<file path="src/busPkg.sv">
`default_nettype none

package busPkg;

  localparam int ApbAddrWidth = 8;   // Word address

  // Top two address bits
  typedef enum logic [1:0] {
    RegionCtrl   = 2'b00,
    RegionReg    = 2'b01,
    RegionImemLo = 2'b10,
    RegionImemHi = 2'b11
  } regionT;

  localparam logic [ApbAddrWidth-1:0] CtrlAddr = 8'h00;  // W bit0 start, R {halted, busy}
  localparam logic [ApbAddrWidth-1:0] PcAddr = 8'h01;

  typedef enum logic [1:0] {
    StIdle,
    StFetch,
    StExecute,
    StHalted
  } stateT;

endpackage

`default_nettype wire

</file>
<file path="src/isaPkg.sv">
`default_nettype none

package isaPkg;

  localparam int DataWidth = 16;   // Data word and instruction
  localparam int RegAddrWidth = 4;

  // Opcode field, instr[15:12]
  typedef enum logic [3:0] {
    OpAdd    = 4'b0000,
    OpSub    = 4'b0001,
    OpRed    = 4'b0010,
    OpXor    = 4'b0011,
    OpSll    = 4'b0100,
    OpSra    = 4'b0101,
    OpRor    = 4'b0110,
    OpPaddsb = 4'b0111,
    OpLw     = 4'b1000,
    OpSw     = 4'b1001,
    OpLhb    = 4'b1010,
    OpLlb    = 4'b1011,
    OpB      = 4'b1100,
    OpBr     = 4'b1101,
    OpPcs    = 4'b1110,
    OpHlt    = 4'b1111
  } opcodeT;

  // Branch condition, instr[11:9]
  typedef enum logic [2:0] {
    CondNe     = 3'b000,
    CondEq     = 3'b001,
    CondGt     = 3'b010,
    CondLt     = 3'b011,
    CondGte    = 3'b100,
    CondLte    = 3'b101,
    CondOv     = 3'b110,
    CondUncond = 3'b111
  } condT;

  localparam int FlagN = 2;
  localparam int FlagV = 1;
  localparam int FlagZ = 0;

endpackage

`default_nettype wire

</file>
<file path="src/aluFlags.sv">
`timescale 1ns/100ps
`default_nettype none

module aluFlags (
  input  logic                         clk,
  input  logic                         rstN,
  input  isaPkg::opcodeT               opcode,
  input  logic [isaPkg::DataWidth-1:0] operandA,
  input  logic [isaPkg::DataWidth-1:0] operandB,
  input  logic [7:0]                   imm8,
  input  isaPkg::condT                 cond,
  input  logic                         update,
  input  logic                         clearFlags,
  output logic [isaPkg::DataWidth-1:0] result,
  output logic                         taken,
  output logic [2:0]                   flags
);
  import isaPkg::*;

  localparam logic [DataWidth-1:0] MaxPos = {1'b0, {(DataWidth-1){1'b1}}};
  localparam logic [DataWidth-1:0] MaxNeg = {1'b1, {(DataWidth-1){1'b0}}};

  logic                 isSub;
  logic [DataWidth-1:0] addB;
  logic [DataWidth-1:0] rawSum;
  logic [DataWidth-1:0] satSum;
  logic                 overflow;

  // SUB is A + ~B + 1 through the same adder
  assign isSub = (opcode == OpSub);
  assign addB = isSub ? ~operandB : operandB;
  assign rawSum = operandA + addB + {{(DataWidth-1){1'b0}}, isSub};

  // Signed overflow when both inputs agree in sign and the sum does not
  assign overflow = (operandA[DataWidth-1] == addB[DataWidth-1]) &&
                    (rawSum[DataWidth-1] != operandA[DataWidth-1]);
  assign satSum = !overflow ? rawSum : (operandA[DataWidth-1] ? MaxNeg : MaxPos);

  always_comb begin
    case (opcode)
      OpAdd, OpSub: result = satSum;
      OpXor:        result = operandA ^ operandB;
      OpLlb:        result = {operandA[DataWidth-1:8], imm8};  // Keep high byte
      OpLhb:        result = {imm8, operandA[7:0]};             // Keep low byte
      default:      result = '0;
    endcase
  end

  // Flag register, written on the Execute edge
  always_ff @(posedge clk or negedge rstN) begin
    if (!rstN) begin
      flags <= '0;
    end else if (clearFlags) begin
      flags <= '0;
    end else if (update) begin
      case (opcode)
        OpAdd, OpSub: begin
          flags[FlagN] <= result[DataWidth-1];
          flags[FlagV] <= overflow;
          flags[FlagZ] <= (result == '0);
        end
        OpXor: flags[FlagZ] <= (result == '0);  // N and V left alone
        default: ;
      endcase
    end
  end

  // Branch test against the stored flags
  always_comb begin
    case (cond)
      CondNe:     taken = !flags[FlagZ];
      CondEq:     taken = flags[FlagZ];
      CondGt:     taken = !flags[FlagZ] && !flags[FlagN];
      CondLt:     taken = flags[FlagN];
      CondGte:    taken = flags[FlagZ] || !flags[FlagN];
      CondLte:    taken = flags[FlagN] || flags[FlagZ];
      CondOv:     taken = flags[FlagV];
      CondUncond: taken = 1'b1;
    endcase
  end

endmodule

`default_nettype wire

</file>
<file path="src/coreFsm.sv">
`timescale 1ns/100ps
`default_nettype none

module coreFsm #(
  parameter int ImemDepth = 64
) (
  input  logic                            clk,
  input  logic                            rstN,
  input  logic                            psel,
  input  logic                            penable,
  input  logic                            pwrite,
  input  logic [busPkg::ApbAddrWidth-1:0] paddr,
  input  logic [isaPkg::DataWidth-1:0]    pwdata,
  output logic [isaPkg::DataWidth-1:0]    prdata,
  input  logic [isaPkg::DataWidth-1:0]    instr,
  input  logic [isaPkg::DataWidth-1:0]    rdData1,
  input  logic [isaPkg::DataWidth-1:0]    pc,
  input  logic                            taken,
  output logic                            wrEn,
  output logic [$clog2(ImemDepth)-1:0]    wrIndex,
  output logic                            rdEn,
  output logic [$clog2(ImemDepth)-1:0]    rdIndex,
  output logic [isaPkg::RegAddrWidth-1:0] rdAddr1,
  output logic [isaPkg::RegAddrWidth-1:0] rdAddr2,
  output logic                            regWrEn,
  output logic [isaPkg::RegAddrWidth-1:0] wrAddr,
  output isaPkg::opcodeT                  opcode,
  output isaPkg::condT                    cond,
  output logic [7:0]                      imm8,
  output logic                            update,
  output logic                            clearFlags,
  output logic                            step,
  output logic                            load,
  output logic                            clear,
  output logic [8:0]                      offset,
  output logic                            hlt
);
  import isaPkg::*;
  import busPkg::*;

  localparam int IdxWidth = $clog2(ImemDepth);

  stateT  state;
  stateT  stateNext;
  regionT region;
  logic   apbWrite;
  logic   apbRead;
  logic   busy;
  logic   startReq;
  logic   inExecute;
  logic   writesReg;

  // APB access phase, no wait states
  assign apbWrite = psel && penable && pwrite;
  assign apbRead = psel && penable && !pwrite;
  assign region = regionT'(paddr[ApbAddrWidth-1 -: 2]);

  assign busy = (state == StFetch) || (state == StExecute);
  assign inExecute = (state == StExecute);
  assign hlt = (state == StHalted);
  assign startReq = apbWrite && (paddr == CtrlAddr) && pwdata[0] && !busy;

  always_ff @(posedge clk or negedge rstN) begin
    if (!rstN) begin
      state <= StIdle;
    end else begin
      state <= stateNext;
    end
  end

  always_comb begin
    stateNext = state;
    case (state)
      StIdle, StHalted: if (startReq) stateNext = StFetch;
      StFetch:          stateNext = StExecute;
      StExecute:        stateNext = (opcode == OpHlt) ? StHalted : StFetch;
    endcase
  end

  // Instruction fields
  assign opcode = opcodeT'(instr[15:12]);
  assign cond = condT'(instr[11:9]);
  assign imm8 = instr[7:0];
  assign offset = instr[8:0];
  assign wrAddr = instr[11:8];
  assign rdAddr2 = instr[3:0];

  always_comb begin
    if (!busy) begin
      rdAddr1 = paddr[RegAddrWidth-1:0];  // Debug readback
    end else if (instr[15:13] == 3'b101) begin
      rdAddr1 = instr[11:8];              // LHB/LLB modify their destination
    end else begin
      rdAddr1 = instr[7:4];
    end
  end

  always_comb begin
    case (opcode)
      OpAdd, OpSub, OpXor, OpLlb, OpLhb: writesReg = 1'b1;
      default:                           writesReg = 1'b0;  // Dropped opcodes act as no-ops
    endcase
  end

  assign regWrEn = inExecute && writesReg;
  assign update = inExecute;
  assign load = inExecute && (opcode == OpB) && taken;
  assign step = inExecute && !load && (opcode != OpHlt);  // HLT holds the PC
  assign clear = startReq;
  assign clearFlags = startReq;

  // Fetch port, byte PC to word index
  assign rdEn = (state == StFetch);
  assign rdIndex = pc[IdxWidth:1];

  assign wrEn = apbWrite && !busy &&
                ((region == RegionImemLo) || (region == RegionImemHi));
  assign wrIndex = paddr[IdxWidth-1:0];

  always_comb begin
    prdata = '0;
    if (apbRead) begin
      case (region)
        RegionCtrl: begin
          if (paddr == CtrlAddr) begin
            prdata = {{(DataWidth-2){1'b0}}, hlt, busy};
          end else if (paddr == PcAddr) begin
            prdata = pc;
          end
        end
        RegionReg: if (!busy) prdata = rdData1;
        default: ;
      endcase
    end
  end

endmodule

`default_nettype wire

</file>
<file path="src/cpuTop.sv">
`timescale 1ns/100ps
`default_nettype none

module cpuTop #(
  parameter int ImemDepth = 64
) (
  input  logic                            clk,
  input  logic                            rstN,
  input  logic                            psel,
  input  logic                            penable,
  input  logic                            pwrite,
  input  logic [busPkg::ApbAddrWidth-1:0] paddr,
  input  logic [isaPkg::DataWidth-1:0]    pwdata,
  output logic [isaPkg::DataWidth-1:0]    prdata,
  output logic [isaPkg::DataWidth-1:0]    pc,
  output logic                            hlt
);
  import isaPkg::*;

  localparam int IdxWidth = $clog2(ImemDepth);

  logic [DataWidth-1:0]    instr;
  logic [DataWidth-1:0]    rdData1;
  logic [DataWidth-1:0]    rdData2;
  logic [DataWidth-1:0]    result;
  logic                    taken;
  logic                    memWrEn;
  logic [IdxWidth-1:0]     memWrIndex;
  logic                    memRdEn;
  logic [IdxWidth-1:0]     memRdIndex;
  logic [RegAddrWidth-1:0] rdAddr1;
  logic [RegAddrWidth-1:0] rdAddr2;
  logic                    regWrEn;
  logic [RegAddrWidth-1:0] wrAddr;
  opcodeT                  opcode;
  condT                    cond;
  logic [7:0]              imm8;
  logic                    update;
  logic                    clearFlags;
  logic                    step;
  logic                    load;
  logic                    clear;
  logic [8:0]              offset;

  coreFsm #(
    .ImemDepth(ImemDepth)
  ) i_coreFsm (
    .clk       (clk),
    .rstN      (rstN),
    .psel      (psel),
    .penable   (penable),
    .pwrite    (pwrite),
    .paddr     (paddr),
    .pwdata    (pwdata),
    .prdata    (prdata),
    .instr     (instr),
    .rdData1   (rdData1),
    .pc        (pc),
    .taken     (taken),
    .wrEn      (memWrEn),
    .wrIndex   (memWrIndex),
    .rdEn      (memRdEn),
    .rdIndex   (memRdIndex),
    .rdAddr1   (rdAddr1),
    .rdAddr2   (rdAddr2),
    .regWrEn   (regWrEn),
    .wrAddr    (wrAddr),
    .opcode    (opcode),
    .cond      (cond),
    .imm8      (imm8),
    .update    (update),
    .clearFlags(clearFlags),
    .step      (step),
    .load      (load),
    .clear     (clear),
    .offset    (offset),
    .hlt       (hlt)
  );

  instrMem #(
    .ImemDepth(ImemDepth)
  ) i_instrMem (
    .clk    (clk),
    .wrEn   (memWrEn),
    .wrIndex(memWrIndex),
    .wrData (pwdata),       // Program words come straight off the bus
    .rdEn   (memRdEn),
    .rdIndex(memRdIndex),
    .instr  (instr)
  );

  regFile i_regFile (
    .clk    (clk),
    .rstN   (rstN),
    .rdAddr1(rdAddr1),
    .rdAddr2(rdAddr2),
    .rdData1(rdData1),
    .rdData2(rdData2),
    .wrEn   (regWrEn),
    .wrAddr (wrAddr),
    .wrData (result)
  );

  // Flag vector stays internal, only taken leaves the ALU
  aluFlags i_aluFlags (
    .clk       (clk),
    .rstN      (rstN),
    .opcode    (opcode),
    .operandA  (rdData1),
    .operandB  (rdData2),
    .imm8      (imm8),
    .cond      (cond),
    .update    (update),
    .clearFlags(clearFlags),
    .result    (result),
    .taken     (taken),
    .flags     ()
  );

  pcCounter i_pcCounter (
    .clk   (clk),
    .rstN  (rstN),
    .step  (step),
    .load  (load),
    .clear (clear),
    .offset(offset),
    .pc    (pc)
  );

endmodule

`default_nettype wire

</file>
<file path="src/instrMem.sv">
`timescale 1ns/100ps
`default_nettype none

module instrMem #(
  parameter int ImemDepth = 64
) (
  input  logic                         clk,
  input  logic                         wrEn,
  input  logic [$clog2(ImemDepth)-1:0] wrIndex,
  input  logic [isaPkg::DataWidth-1:0] wrData,
  input  logic                         rdEn,
  input  logic [$clog2(ImemDepth)-1:0] rdIndex,
  output logic [isaPkg::DataWidth-1:0] instr
);
  import isaPkg::*;

  logic [DataWidth-1:0] mem [ImemDepth];

  // Loaded over APB while the core is stopped
  always_ff @(posedge clk) begin
    if (wrEn) begin
      mem[wrIndex] <= wrData;
    end
  end

  // Read in Fetch, the word then stays put through Execute
  always_ff @(posedge clk) begin
    if (rdEn) begin
      instr <= mem[rdIndex];
    end
  end

endmodule

`default_nettype wire

</file>
<file path="src/pcCounter.sv">
`timescale 1ns/100ps
`default_nettype none

module pcCounter (
  input  logic                         clk,
  input  logic                         rstN,
  input  logic                         step,
  input  logic                         load,
  input  logic                         clear,
  input  logic [8:0]                   offset,
  output logic [isaPkg::DataWidth-1:0] pc
);
  import isaPkg::*;

  logic [DataWidth-1:0] pcPlus2;
  logic [DataWidth-1:0] branchDisp;

  assign pcPlus2 = pc + DataWidth'(2);

  // Word offset, sign extended and doubled into bytes
  assign branchDisp = {{(DataWidth-10){offset[8]}}, offset, 1'b0};

  always_ff @(posedge clk or negedge rstN) begin
    if (!rstN) begin
      pc <= '0;
    end else if (clear) begin
      pc <= '0;                       // Restart from address 0
    end else if (load) begin
      pc <= pcPlus2 + branchDisp;
    end else if (step) begin
      pc <= pcPlus2;
    end
  end

endmodule

`default_nettype wire

</file>
<file path="src/regFile.sv">
`timescale 1ns/100ps
`default_nettype none

module regFile (
  input  logic                            clk,
  input  logic                            rstN,
  input  logic [isaPkg::RegAddrWidth-1:0] rdAddr1,
  input  logic [isaPkg::RegAddrWidth-1:0] rdAddr2,
  output logic [isaPkg::DataWidth-1:0]    rdData1,
  output logic [isaPkg::DataWidth-1:0]    rdData2,
  input  logic                            wrEn,
  input  logic [isaPkg::RegAddrWidth-1:0] wrAddr,
  input  logic [isaPkg::DataWidth-1:0]    wrData
);
  import isaPkg::*;

  localparam int NumRegs = 2 ** RegAddrWidth;

  // No storage behind register 0
  logic [DataWidth-1:0] regs [1:NumRegs-1];

  always_ff @(posedge clk or negedge rstN) begin
    if (!rstN) begin
      for (int i = 1; i < NumRegs; i++) begin
        regs[i] <= '0;
      end
    end else if (wrEn && (wrAddr != '0)) begin
      regs[wrAddr] <= wrData;  // Writes to r0 fall away here
    end
  end

  assign rdData1 = (rdAddr1 == '0) ? '0 : regs[rdAddr1];
  assign rdData2 = (rdAddr2 == '0) ? '0 : regs[rdAddr2];

endmodule

`default_nettype wire

</file>
<file path="config.mk">
export PLATFORM = sky130hd
export DESIGN_NAME = cpuTop
export DESIGN_NICKNAME = d
export VERILOG_FILES = /design/src/busPkg.sv /design/src/isaPkg.sv /design/src/aluFlags.sv /design/src/coreFsm.sv /design/src/cpuTop.sv /design/src/instrMem.sv /design/src/pcCounter.sv /design/src/regFile.sv
export SDC_FILE = /design/constraint.sdc
export NUM_CORES = 2
export LEC_CHECK = 0
export ABC_AREA = 0
export BUFFER_PORTS_ARGS = -buffer_cell sky130_fd_sc_hd__buf_2
export CORE_MARGIN = 3
export CORE_UTILIZATION = 40
export DETAILED_ROUTE_END_ITERATION = 10
export GPL_TIMING_DRIVEN = 0
export PLACE_DENSITY = 0.57
export RECOVER_POWER = 25
export SETUP_SLACK_MARGIN = 0.1
export SLEW_MARGIN = 10
export SYNTH_ARGS = -nofsm -noshare
export SYNTH_HDL_FRONTEND = slang
export SYNTH_HIERARCHICAL = 1
export SYNTH_SLANG_ARGS = --single-unit
</file>
<file path="constraint.sdc">
create_clock -name clk -period 6.2 [get_ports clk]
set_input_delay 0.31 -clock clk [delete_from_list [all_inputs] [get_ports clk]]
set_output_delay 0.31 -clock clk [all_outputs]
set_load 0.05 [all_outputs]
</file>
==> results.toml <==
[pwr]
seqPwrFrac_pct = 29.5
p_int_w = 0.02148
switching_share_pct = 40.34
leakagePower_nw = 23.69
peakVddDrop_mv = 0.5006
power.switching_w = 0.01452
power_density_nw_per_um2 = 535.7
total_power_w = 0.03600
comb_power_share_pct = 47.1
clock_power_share_pct = 23.4

[setup_path]
start_kind = "register"
critPathSlowestCell = "a2111oi_2"
worstSetupPathType = "reg2reg"
reg2reg_from = "i_coreFsm/state[0]"
cp.required_ns = 6.88
crit_path_max_incr_delay_ns = 0.58
cp_top_family = "compound AO/OA/AOI/OAI gates"
ff2ff_path_depth = 21
r2r-end = "i_regFile/regs[179]"
worst-path-buf-inv = 6
arrival_ns = 6.56
worstPathMaxFanout = 10
critical_path.cell_chain = "inv_1 > ha_1 > buf_4 > o21ai_0 > clkbuf_4 > buf_6 > mux2i_1 > o22ai_1 > a2111oi_2 > a21oi_2 > ha_1 > nand2_1 > o21ai_1 > o21ai_2 > a21o_1 > a211oi_1 > clkbuf_4 > o21ai_0 > nand2_1 > clkbuf_2 > mux2_2"
r2r_slack_ns = 0.33
worst_setup_path_end_kind = "register"

[clocking]
ctsRootBufferMaster = "clkbuf_16"
cts_sinks = 1300
cts_buffers = 144
cts_tree = "yes"
clock_latency_ns = 0.77
cts_max_level = 4
cts.clk_slew.worst_paths_ns = 0.06
cts_buffer_depth = 3

[timing]
finClkSkew_ns = 0.02548
slew_headroom_pct = -146.6
hold_viol = 0
fmax_mhz = 170.3
maxSlewViolCount = 822
rsz0062_at_grt = "true"
period_share_pct = 94.74
worstMarginPinSlew_ns = 3.699
layout_min_cycle_time_ns = 5.874
setup_viol = 0

[hold_path]
hp-start = "paddr[7]"
hp-class = "in2reg"
min_to = "i_coreFsm/state[0]"
hold_depth = 4

[floorplan]
die_h_um = 386.6
initial_core_util_pct = 40.33
core_area_um2 = 143700
dieArea_um2 = 149500
io_pins = 62
dieWidth_um = 386.6
row_count = 139

[yosys]
synthFlopType = "edfxtp_1"
yosys.area_share.simple_pct = 4.759
synth_area_leaders = "edfxtp_1 54%, dfrtp_1 11%, mux4_2 11%, mux2_2 5.7%, mux2i_1 3.1%"
synth.most_common_cell = "edfxtp_1"
yosys-top-cells-count = "1040 x edfxtp_1, 294 x mux2_2, 284 x mux4_2"
syn-cell-area_um2 = 57940
synth-seq-cells = 1300
synth-compound-area-share_pct = 5.060
synth_top_family_by_area = "multiplexers"
synth_top_area_share_pct = 53.90
muxShareOfSynthArea_pct = 20.08
ys_async_sr_fraction_pct = 20.00
synthAdderAreaFrac_pct = 0.8681
synth-edff-count = 1040
synth_cell_types = 98
avgSynthCellArea_um2 = 17.09
synthCells = 3391
synth-xor-area-share_pct = 1.086
synth_seq_area_share_pct = 65.13
ys_warn_count = 6
syn_nets = 3459
yosysTopAreaCell = "edfxtp_1"

[drt]
firstDrtPassIters = 6
vias = 33460
drcViolationCount = 0
wl_per_cell_um = 29.55
vias_per_cell = 5.867
drt_iter0_markers = 3700
ant_nets = 0
drt_wl_total_um = 168500

[status]
violations = "capacitance limit, slew limit"
status = "complete, but fails checks"

[grt]
grt_overflow = 0
grt_max_degree = 94
grt_pass1_wl_um = 243100
grt_pass1_vias = 33060
antenna_found_initial = 4
grt.total_usage_pct = 22.42

[placed_design]
placed_cells = 5428
hpwl_um = 117100
portBuffers = 60
place_congestion = 0.8799
place_area_um2 = 62010

[layout]
fin_nets = 3757
areaGrowthSynthToFinish_pct = 15.99
drive_above_1_share_pct = 33.54
fin_area_um2 = 67210
final_util_pct = 46.78
seq_area_um2 = 37740
fillCellCount = 12310
multiInputGateArea_um2 = 18990
final_cells = 5702

[flow_run]
cap_viol_max_count = 13
routing by layer:
| layer | part of all wire, % | global-route usage, % | vias up |
|---|---|---|---|
| li1 | - | - | 14190 |
| met1 | 43 | 32.16 | 17680 |
| met2 | 47 | 35.64 | 1368 |
| met3 | 7.2 | 3.738 | 217 |
| met4 | 2.4 | 5.880 | 0 |
| met5 | 0 | 0 | - |
sequential cells by signal (all words and copies together), names as in the netlist:
name,flops
i_instrMem/mem,1024
i_regFile/regs,240
i_instrMem/instr,16
i_pcCounter/pc,15
i_aluFlags/flags,3
i_coreFsm/state,2
layout by cell type, fill, tap and decap left out, types with 13 or more instances in the layout:
cell type  synthesis  layout
mux2i_1          180     180
clkbuf_4           1      14
clkinv_2           0      26
buf_4             71      91
mux2_2           294     294
nor2b_1           45      44
a211o_1           22      22
nand4_1           23      23
nor2_2             8      72
a221oi_1          41      41
a221o_1           13      13
mux4_2           284     284
buf_6             25      37
clkinv_1           0      21
ha_1              37      37
xnor2_1           51      51
o21ai_0           52      45
nand2_1          136     132
a21oi_2            1      13
clkbuf_16          0     145
a22o_1            26      26
buf_2             75     107
a211oi_1          17      15
o22ai_1           16      16
a31oi_1           13      13
a22oi_1           40      40
edfxtp_1        1040    1040
buf_8              5      57
clkbuf_1          66      85
clkbuf_2           2      16
a21oi_1           77      62
nand3_1           56      56
xor2_1            19      19
inv_1             16      16
dfrtp_1          260     260
nor2_1           149      85
worst max-delay path by stage:
stage                                  start             endpoint  slack, ns  cells past startpoint
final                     i_coreFsm/state[0]  i_regFile/regs[179]       0.33                     21
after floorplan           i_coreFsm/state[0]  i_aluFlags/flags[0]       1.10                     20
after detailed placement  i_coreFsm/state[0]  i_regFile/regs[237]      -1.65                     23
after CTS                 i_coreFsm/state[0]   i_regFile/regs[62]       0.03                     23
after global placement    i_coreFsm/state[0]  i_regFile/regs[141]      -1.67                     23
after global routing      i_coreFsm/state[0]  i_regFile/regs[179]       0.09                     22
what timing repair did:
| item | 4_1_cts | 5_1_grt |
|---|---|---|
| hold buffers | 6 | 0 |
| gates resized for setup | 87 | 59 |
| pin swaps | 3 | 4 |
| endpoints found under the setup margin | 243 | 223 |
| gates cloned | 0 | 0 |
| setup buffers | 6 | 6 |
| endpoints found under the hold margin | 207 | 0 |
worst register-to-register path: cells and delay by family, from the launching register on:
family / cells / cell delay (ns)
compound gates: 9 / 2.36
buf+inv: 6 / 1.43
fa+ha+maj: 2 / 0.78
mux: 2 / 0.48
flops: 1 / 0.39
simple gates: 2 / 0.36
per-stage QoR:
step | setup slack [ns] | hold WS [ns] | TNS [ns]
2_1_floorplan | 1.097 | 0.01441 | 0
3_3_place_gp | -1.671 | 0.5026 | -384.63
3_5_place_dp | -1.647 | 0.2371 | -263.57
4_1_cts | 0.02606 | 0.003133 | 0
5_1_grt | 0.09197 | 0.06272 | 0
6_report | 0.3263 | 0.07537 | 0
area by class of cell:
type / count / share of cell area (%)
Antenna cell: 1 / 0.003723
Sequential cell: 1300 / 56.15
Timing Repair Buffer: 152 / 2.392
Clock buffer: 174 / 5.591
Multi-Input combinational cell: 1817 / 28.26
Buffer: 258 / 2.636
Clock inverter: 81 / 1.331
Tap cell: 1903 / 3.543
Inverter: 16 / 0.08936
power by group through the flow:
| stage | clock network (W) | logic [W] | registers (W) |
|---|---|---|---|
| 2_1_floorplan | 0 | 0.0105 | 0.0107 |
| 3_3_place_gp | 0 | 0.0159 | 0.0107 |
| 3_5_place_dp | 0 | 0.0160 | 0.0108 |
| 4_1_cts | 0.00861 | 0.0166 | 0.0106 |
| 5_1_grt | 0.00898 | 0.0180 | 0.0107 |
| 6_report | 0.00843 | 0.0170 | 0.0106 |
kinds of logic after synthesis:
kind of cell | count (synthesis)
AOI/OAI and AO/OA | 409
xor gates and xnor gates | 71
and+or+nand+nor | 533
adders and majority gates | 39
other | 1
DFF | 1300
muxes | 764
buffers and inverters | 274
Power figures use the tool's default switching activity.
